<file path="src/hdl/alu_defs_pkg.sv">
// Data width, function-vector bit positions, operand and request types for the ALU datapath.
`default_nettype none

package alu_defs_pkg;

    localparam int XLEN    = 32;
    localparam int SHAMT_W = 5;

    typedef logic [XLEN-1:0] alu_data_t;

    // one-hot function vector layout.
    localparam int FN_ADD   = 0;
    localparam int FN_SUB   = 1;
    localparam int FN_SLT   = 2;
    localparam int FN_SLTU  = 3;
    localparam int FN_AND   = 4;
    localparam int FN_OR    = 5;
    localparam int FN_XOR   = 6;
    localparam int FN_SLL   = 7;
    localparam int FN_SRL   = 8;
    localparam int FN_SRA   = 9;
    localparam int FN_LEA   = 10;
    localparam int FN_BFEXT = 11;
    localparam int FUNC_W   = 12;

    typedef logic [FUNC_W-1:0] alu_func_t;

    // field bounds for bit-field extract sit in operand b at these positions.
    localparam int BF_LSB_POS = 0;
    localparam int BF_MSB_POS = 6;

    typedef struct packed {
        alu_data_t op_a;
        alu_data_t op_b;
        alu_func_t func;
        logic      logic_inv;
        logic [1:0] scale;
        logic      bf_signed;
    } alu_req_t;

endpackage

`default_nettype wire

</file>
<file path="src/hdl/alu_isa_pkg.sv">
// Operation codes accepted at the execute unit boundary.
`default_nettype none

package alu_isa_pkg;

    typedef enum logic [4:0] {
        ADD    = 5'd0,
        SUB    = 5'd1,
        SLT    = 5'd2,
        SLTU   = 5'd3,
        AND    = 5'd4,
        OR     = 5'd5,
        XOR    = 5'd6,
        ANDN   = 5'd7,
        ORN    = 5'd8,
        XNOR   = 5'd9,
        SLL    = 5'd10,
        SRL    = 5'd11,
        SRA    = 5'd12,
        // scaled-index adds, operand b shifted left by 1, 2 or 3.
        LEA1   = 5'd13,
        LEA2   = 5'd14,
        LEA3   = 5'd15,
        BFEXTU = 5'd16,
        BFEXT  = 5'd17
    } alu_opcode_t;

endpackage

`default_nettype wire

</file>
<file path="src/hdl/alu_req_if.sv">
// Decoded request bus between the decode pipe stage and the ALU.
`timescale 1ns/1ps
`default_nettype none

interface alu_req_if;
    import alu_defs_pkg::*;

    logic       valid;
    alu_data_t  op_a;
    alu_data_t  op_b;
    alu_func_t  func;
    logic       logic_inv;
    logic [1:0] scale;
    logic       bf_signed;

    modport src (
        output valid, op_a, op_b, func, logic_inv, scale, bf_signed
    );

    modport sink (
        input valid, op_a, op_b, func, logic_inv, scale, bf_signed
    );

endinterface

`default_nettype wire

</file>
<file path="src/hdl/alu_op_decode.sv">
// Opcode decoder producing the one-hot function vector and the ALU control bits.
`timescale 1ns/1ps
`default_nettype none

module alu_op_decode #(
    parameter bit LEA_EN = 1'b1,
    parameter bit BFO_EN = 1'b1
) (
    input  alu_isa_pkg::alu_opcode_t opcode,
    input  alu_defs_pkg::alu_data_t  op_a,
    input  alu_defs_pkg::alu_data_t  op_b,
    output alu_defs_pkg::alu_req_t   req
);
    import alu_defs_pkg::*;
    import alu_isa_pkg::*;

    always_comb begin
        req      = '0;
        req.op_a = op_a;
        req.op_b = op_b;
        case (opcode)
            ADD:  req.func[FN_ADD]  = 1'b1;
            SUB:  req.func[FN_SUB]  = 1'b1;
            SLT:  req.func[FN_SLT]  = 1'b1;
            SLTU: req.func[FN_SLTU] = 1'b1;
            AND:  req.func[FN_AND]  = 1'b1;
            OR:   req.func[FN_OR]   = 1'b1;
            XOR:  req.func[FN_XOR]  = 1'b1;
            ANDN: begin
                req.func[FN_AND] = 1'b1;
                req.logic_inv    = 1'b1;
            end
            ORN: begin
                req.func[FN_OR] = 1'b1;
                req.logic_inv   = 1'b1;
            end
            XNOR: begin
                req.func[FN_XOR] = 1'b1;
                req.logic_inv    = 1'b1;
            end
            SLL:  req.func[FN_SLL] = 1'b1;
            SRL:  req.func[FN_SRL] = 1'b1;
            SRA:  req.func[FN_SRA] = 1'b1;
            LEA1, LEA2, LEA3: begin
                if (LEA_EN) begin
                    req.func[FN_LEA] = 1'b1;
                    // the low two opcode bits happen to encode the scale.
                    req.scale = (opcode == LEA1) ? 2'd1 :
                                (opcode == LEA2) ? 2'd2 : 2'd3;
                end
            end
            BFEXTU, BFEXT: begin
                if (BFO_EN) begin
                    req.func[FN_BFEXT] = 1'b1;
                    req.bf_signed      = (opcode == BFEXT);
                end
            end
            default: begin
                // Unknown codes leave every flag clear, so the result is zero.
                req.func = '0;
            end
        endcase
    end

endmodule

`default_nettype wire

</file>
<file path="src/hdl/alu_core.sv">
// Combinational ALU with adder, compare, shifter, logic, scaled-add and bit-field paths.
`timescale 1ns/1ps
`default_nettype none

module alu_core #(
    parameter bit LEA_EN = 1'b1,
    parameter bit BFO_EN = 1'b1
) (
    alu_req_if.sink                 req,
    output alu_defs_pkg::alu_data_t result_next
);
    import alu_defs_pkg::*;

    function automatic alu_data_t bit_reverse(input alu_data_t x);
        alu_data_t r;
        for (int i = 0; i < XLEN; i++) begin
            r[i] = x[XLEN-1-i];
        end
        return r;
    endfunction

    alu_func_t f;
    assign f = req.func;

    // compares share the subtracting adder.
    logic          use_sub;
    alu_data_t     add_b;
    logic [XLEN:0] sum;
    logic          lt_u;
    logic          lt_s;

    assign use_sub = f[FN_SUB] | f[FN_SLT] | f[FN_SLTU];
    assign add_b   = req.op_b ^ {XLEN{use_sub}};
    assign sum     = {1'b0, req.op_a} + {1'b0, add_b} + {{XLEN{1'b0}}, use_sub};
    assign lt_u    = ~sum[XLEN];
    assign lt_s    = (req.op_a[XLEN-1] & ~req.op_b[XLEN-1]) |
                     ((req.op_a[XLEN-1] == req.op_b[XLEN-1]) & sum[XLEN-1]);

    // Left shifts run through the right shifter with the bits reversed on both sides.
    logic [SHAMT_W-1:0] shamt;
    alu_data_t          sh_in;
    logic               sh_fill;
    logic [2*XLEN-1:0]  sh_ext;
    alu_data_t          sh_raw;
    alu_data_t          sh_res;

    assign shamt   = req.op_b[SHAMT_W-1:0];
    assign sh_in   = f[FN_SLL] ? bit_reverse(req.op_a) : req.op_a;
    assign sh_fill = f[FN_SRA] & req.op_a[XLEN-1];
    assign sh_ext  = {{XLEN{sh_fill}}, sh_in} >> shamt;
    assign sh_raw  = sh_ext[XLEN-1:0];
    assign sh_res  = f[FN_SLL] ? bit_reverse(sh_raw) : sh_raw;

    alu_data_t logic_b;
    alu_data_t and_res;
    alu_data_t or_res;
    alu_data_t xor_res;

    assign logic_b = req.op_b ^ {XLEN{req.logic_inv}};
    assign and_res = req.op_a & logic_b;
    assign or_res  = req.op_a | logic_b;
    assign xor_res = req.op_a ^ logic_b;

    alu_data_t lea_res;
    alu_data_t bf_res;

    generate
        if (LEA_EN) begin : gen_lea
            assign lea_res = req.op_a + (req.op_b << req.scale);
        end else begin : gen_no_lea
            assign lea_res = '0;
        end
    endgenerate

    generate
        if (BFO_EN) begin : gen_bfext
            logic [SHAMT_W-1:0] lsb;
            logic [SHAMT_W-1:0] msb;
            logic [SHAMT_W-1:0] span;
            alu_data_t          mask;
            alu_data_t          field;
            logic               sign;

            assign lsb   = req.op_b[BF_LSB_POS +: SHAMT_W];
            assign msb   = req.op_b[BF_MSB_POS +: SHAMT_W];
            assign span  = msb - lsb;
            // span + 1 ones at the bottom of the word.
            assign mask  = {XLEN{1'b1}} >> ~span;
            assign field = req.op_a >> lsb;
            assign sign  = req.bf_signed & req.op_a[msb];
            assign bf_res = (msb < lsb) ? '0 : ((field & mask) | (~mask & {XLEN{sign}}));
        end else begin : gen_no_bfext
            assign bf_res = '0;
        end
    endgenerate

    assign result_next = ({XLEN{f[FN_ADD] | f[FN_SUB]}} & sum[XLEN-1:0])
                       | ({XLEN{f[FN_SLT]}}   & {{(XLEN-1){1'b0}}, lt_s})
                       | ({XLEN{f[FN_SLTU]}}  & {{(XLEN-1){1'b0}}, lt_u})
                       | ({XLEN{f[FN_AND]}}   & and_res)
                       | ({XLEN{f[FN_OR]}}    & or_res)
                       | ({XLEN{f[FN_XOR]}}   & xor_res)
                       | ({XLEN{f[FN_SLL] | f[FN_SRL] | f[FN_SRA]}} & sh_res)
                       | ({XLEN{f[FN_LEA]}}   & lea_res)
                       | ({XLEN{f[FN_BFEXT]}} & bf_res);

endmodule

`default_nettype wire

</file>
<file path="src/hdl/pipe_stage.sv">
// Single pipeline register with a valid bit over a generic payload type.
`timescale 1ns/1ps
`default_nettype none

module pipe_stage #(
    parameter type payload_t = logic [31:0]
) (
    input  logic     clk,
    input  logic     rst_n,
    input  logic     valid_in,
    input  payload_t data_in,
    output logic     valid_out,
    output payload_t data_out
);

    always_ff @(posedge clk or negedge rst_n) begin
        if (!rst_n) begin
            valid_out <= 1'b0;
            data_out  <= '0;
        end else begin
            valid_out <= valid_in;
            // the payload holds its value on idle cycles.
            if (valid_in) begin
                data_out <= data_in;
            end
        end
    end

endmodule

`default_nettype wire

</file>
<file path="src/hdl/alu_exec_unit.sv">
// Execute unit top level with the opcode decoder, two pipe stages and the ALU core.
`timescale 1ns/1ps
`default_nettype none

module alu_exec_unit #(
    parameter bit LEA_EN = 1'b1,
    parameter bit BFO_EN = 1'b1
) (
    input  logic                     clk,
    input  logic                     rst_n,
    input  logic                     in_valid,
    input  alu_isa_pkg::alu_opcode_t opcode,
    input  alu_defs_pkg::alu_data_t  op_a,
    input  alu_defs_pkg::alu_data_t  op_b,
    output logic                     out_valid,
    output alu_defs_pkg::alu_data_t  result
);
    import alu_defs_pkg::*;

    alu_req_t  req_d;
    alu_req_t  req_q;
    alu_data_t result_next;

    alu_req_if req_bus ();

    alu_op_decode #(.LEA_EN(LEA_EN), .BFO_EN(BFO_EN)) u_decode (
        .opcode (opcode),
        .op_a   (op_a),
        .op_b   (op_b),
        .req    (req_d)
    );

    pipe_stage #(.payload_t(alu_req_t)) stage_dec (
        .clk       (clk),
        .rst_n     (rst_n),
        .valid_in  (in_valid),
        .data_in   (req_d),
        .valid_out (req_bus.valid),
        .data_out  (req_q)
    );

    assign req_bus.op_a      = req_q.op_a;
    assign req_bus.op_b      = req_q.op_b;
    assign req_bus.func      = req_q.func;
    assign req_bus.logic_inv = req_q.logic_inv;
    assign req_bus.scale     = req_q.scale;
    assign req_bus.bf_signed = req_q.bf_signed;

    alu_core #(.LEA_EN(LEA_EN), .BFO_EN(BFO_EN)) u_core (
        .req         (req_bus.sink),
        .result_next (result_next)
    );

    pipe_stage #(.payload_t(alu_data_t)) stage_res (
        .clk       (clk),
        .rst_n     (rst_n),
        .valid_in  (req_bus.valid),
        .data_in   (result_next),
        .valid_out (out_valid),
        .data_out  (result)
    );

endmodule

`default_nettype wire

</file>
<file path="config.mk">
export PLATFORM = sky130hd
export DESIGN_NAME = alu_exec_unit
export DESIGN_NICKNAME = d
export VERILOG_FILES = /design/src/hdl/alu_defs_pkg.sv /design/src/hdl/alu_isa_pkg.sv /design/src/hdl/alu_req_if.sv /design/src/hdl/alu_op_decode.sv /design/src/hdl/alu_core.sv /design/src/hdl/pipe_stage.sv /design/src/hdl/alu_exec_unit.sv
export SDC_FILE = /design/constraint.sdc
export NUM_CORES = 1
export LEC_CHECK = 0
export BUFFER_PORTS_ARGS = -buffer_cell sky130_fd_sc_hd__buf_2
export CORE_ASPECT_RATIO = 0.75
export CORE_UTILIZATION = 35
export CTS_BUF_LIST = sky130_fd_sc_hd__clkbuf_2
export DETAILED_ROUTE_END_ITERATION = 12
export HOLD_SLACK_MARGIN = 0.05
export PLACE_DENSITY = 0.52
export SYNTH_ARGS = -nofsm -noshare
export SYNTH_HDL_FRONTEND = slang
export SYNTH_SLANG_ARGS = --single-unit
</file>
<file path="constraint.sdc">
create_clock -name clk -period 4.5 [get_ports clk]
set_input_delay 0.9 -clock clk [delete_from_list [all_inputs] [get_ports clk]]
set_output_delay 0.9 -clock clk [all_outputs]
set_load 0.03 [all_outputs]
</file>
==> impl_metrics.env <==
export IMPL_clockBufferDepth=2
export IMPL_crit_required_ns=5.33
export IMPL_rsz0062_at_grt="false"
export IMPL_vias=17000
export IMPL_synthCells=1925
export IMPL_ys_flop_type="dfrtp_1"
export IMPL_track_usage_pct=35.5
export IMPL_dieArea_sq_um=46300
export IMPL_crit_path_end_kind="flop"
export IMPL_slew_viol_final=0
export IMPL_nets=2236
export IMPL_drtPass1Iterations=9
export IMPL_ctsRootBufferMaster="clkbuf_2"
export IMPL_io_buffers=104
export IMPL_hold_class="in2reg"
export IMPL_initial_utilization_pct=35.6
export IMPL_wl_per_cell_um=31.1
export IMPL_seqCellArea_sq_um=2870
export IMPL_placed_area_sq_um=17400
export IMPL_syn_area_sq_um=15900
export IMPL_multiInputGateArea_sq_um=12100
export IMPL_fin_crit_ns=4.35
export IMPL_avgViaCountPerCell=6.48
export IMPL_p_leak_nw=7.62
export IMPL_placed_cells_incl_taps=2592
export IMPL_period_share_pct=96.7
export IMPL_tritoncts="done"
export IMPL_synth_fp_nets=2132
export IMPL_yosysWarnings=0
export IMPL_drtIter0Drc=1972
export IMPL_grt_max_degree=82
export IMPL_async_flop_share_pct=100
export IMPL_ant_nets=0
export IMPL_antenna_found_initial=3
export IMPL_fill_cells=4610
export IMPL_maxCapViolations=0
export IMPL_coreArea_sq_um=44700
export IMPL_drt_total_wl_um=81900
export IMPL_cts_sinks=114
export IMPL_worst_clock_skew_ns=0.117
export IMPL_layout_drive_gt1_share_pct=19.2
export IMPL_grt_overflow=0
export IMPL_cts_made_buffers=17
export IMPL_violations="design-rule violations"
export IMPL_grt_first_pass_wirelength_um=117000
export IMPL_clock_latency_ns=0.98
export IMPL_final_area_sq_um=17700
export IMPL_hpwl_um=64000
export IMPL_fmax_mhz=230
export IMPL_drc=4
export IMPL_boundaryPins=105
export IMPL_floorplan_rows=67
export IMPL_avgSynthCellArea_sq_um=8.25
export IMPL_stdcell_count=2630
export IMPL_start_kind="flop"
export IMPL_slew_headroom_pct=11.4
export IMPL_final_common_cell="nand2_1"
export IMPL_die_w_um=248
export IMPL_setup_viol=0
export IMPL_ir_worst_vdd_mv=0.159
export IMPL_clk_pin_slew_ns=0.28
export IMPL_fin_setup_tns_ns=0
export IMPL_crit_arrival_ns=5.18
export IMPL_worstPathMaxFanout=11
export IMPL_synth_edf_count=0
export IMPL_syn2layout_area_growth_pct=11.7
export IMPL_pwr_density_cell_nw_per_um2=329
export IMPL_ys_ff_latch=114
export IMPL_first_global_vias=15900
export IMPL_gp_congestion=1.07
export IMPL_htree_levels=4
export IMPL_most_common_layout_cells="nand2_1, nor2_1, o21ai_0, ha_1"
export IMPL_yosysSeqAreaShare_pct=18.0
export IMPL_hold_violations=0
export IMPL_criticalPathCategory="reg2reg"
export IMPL_synth_cell_type_count=83
export IMPL_worstMarginPinSlew_ns=1.31
export IMPL_die_y_um=187
export IMPL_status="finished with violations"
## cell usage after synthesis (21+ instances only)
| cell | count | share of area, % |
|---|---|---|
| mux2_2 | 40 | 2.8 |
| buf_1 | 24 | 0.57 |
| a221oi_1 | 23 | 1.3 |
| xnor2_1 | 67 | 3.7 |
| mux2i_1 | 73 | 4.6 |
| nand3_1 | 29 | 0.91 |
| a31oi_1 | 28 | 1.1 |
| mux4_2 | 81 | 11 |
| clkbuf_1 | 82 | 1.9 |
| a21oi_1 | 106 | 3.3 |
| ha_1 | 132 | 10 |
| inv_1 | 105 | 2.5 |
| a22oi_1 | 28 | 1.3 |
| o21ai_0 | 147 | 4.6 |
| a211oi_1 | 21 | 0.99 |
| xor2_1 | 50 | 2.8 |
| a21o_1 | 22 | 1.0 |
| dfrtp_1 | 114 | 18 |
| nand2_1 | 233 | 5.5 |
| nor3_1 | 32 | 1.0 |
| nor2_1 | 159 | 3.8 |
## stage by stage
step           util, %  hold WS (ns)  setup slack [ns]  total power [W]
4_1_cts           39.7        0.0937             0.317          0.00575
2_1_floorplan        -         0.387             0.496          0.00355
5_1_grt           39.7         0.127            0.0656          0.00612
3_5_place_dp      39.0         0.431             0.300          0.00487
3_3_place_gp      39.0         0.442             0.383          0.00487
6_report          39.7         0.183             0.148          0.00583
## routing by layer
| layer | part of all wire, % | wire length (um) | up-vias | GRT usage [%] |
|---|---|---|---|---|
| li1 | - | - | 7403 | - |
| met5 | 0.024 | 20 | - | 0 |
| met4 | 4.7 | 3810 | 2 | 15.1 |
| met1 | 43 | 35600 | 8539 | 50.0 |
| met2 | 42 | 34100 | 976 | 50.8 |
| met3 | 10 | 8400 | 127 | 8.87 |
## final timing paths
kind	start	end	slack (ns)	depth (start not counted)
max	stage_dec.data_out[19]$_DFFE_PN0P_	stage_res.data_out[30]$_DFFE_PN0P_	0.15	8
min	op_a[12]	stage_dec.data_out[60]$_DFFE_PN0P_	0.18	3
max reg2reg	stage_dec.data_out[19]$_DFFE_PN0P_	stage_res.data_out[30]$_DFFE_PN0P_	0.15	8
min reg2reg	stage_dec.valid_out$_DFF_PN0_	stage_res.valid_out$_DFF_PN0_	0.48	0
max in group asynchronous	rst_n	stage_dec.data_out[3]$_DFFE_PN0P_	3.08	3
min in group asynchronous	rst_n	stage_res.data_out[26]$_DFFE_PN0P_	0.51	2
## where the power goes
| part | internal (W) | switching [W] | total, W |
|---|---|---|---|
| Clock | 0.000273 | 0.000570 | 0.000843 |
| Sequential | 0.00114 | 0.000245 | 0.00138 |
| Combinational | 0.00132 | 0.00229 | 0.00361 |
## repair_timing
action,CTS,global route
resized for setup,0,1
setup endpoints to repair,0,1
hold buffers,4,0
hold endpoints to repair,67,0
buffers inserted,0,0
## registers in the layout, indices dropped and copies added (netlist names)
signal / cells
stage_dec.data_out: 80
stage_res.data_out: 32
stage_res.valid_out: 1
stage_dec.valid_out: 1
## worst max-delay path, cell delays in order (launching register included)
cell and delay [ns]:
dfrtp_2 0.61, clkinv_1 0.35, ha_1 0.50, a21oi_1 0.13
xnor2_1 0.84, nand4_1 0.37, o311ai_1 1.01, a211oi_1 0.19
a31oi_1 0.23
## kinds of logic after synthesis
logic type                 Yosys count  synth area share, %
DFF                                114                 18.0
buffers and inverters              238                 6.17
adders and majority gates          135                 10.8
muxes                              196                 19.1
xor gates and xnor gates           117                 6.45
and+or+nand+nor                    560                 15.7
AOI/OAI and AO/OA                  565                 23.8
## layout make-up
| class | instances | area share, % |
|---|---|---|
| multi-input combinational | 1573 | 68.0 |
| sequential | 114 | 16.2 |
| timing repair buffer | 215 | 7.88 |
| tap | 586 | 4.13 |
| inverter | 108 | 2.29 |
| clock inverter | 15 | 0.966 |
| clock buffer | 17 | 0.480 |
| antenna | 2 | 0.0282 |
No activity file was read; power rests on OpenSTA's default activity.
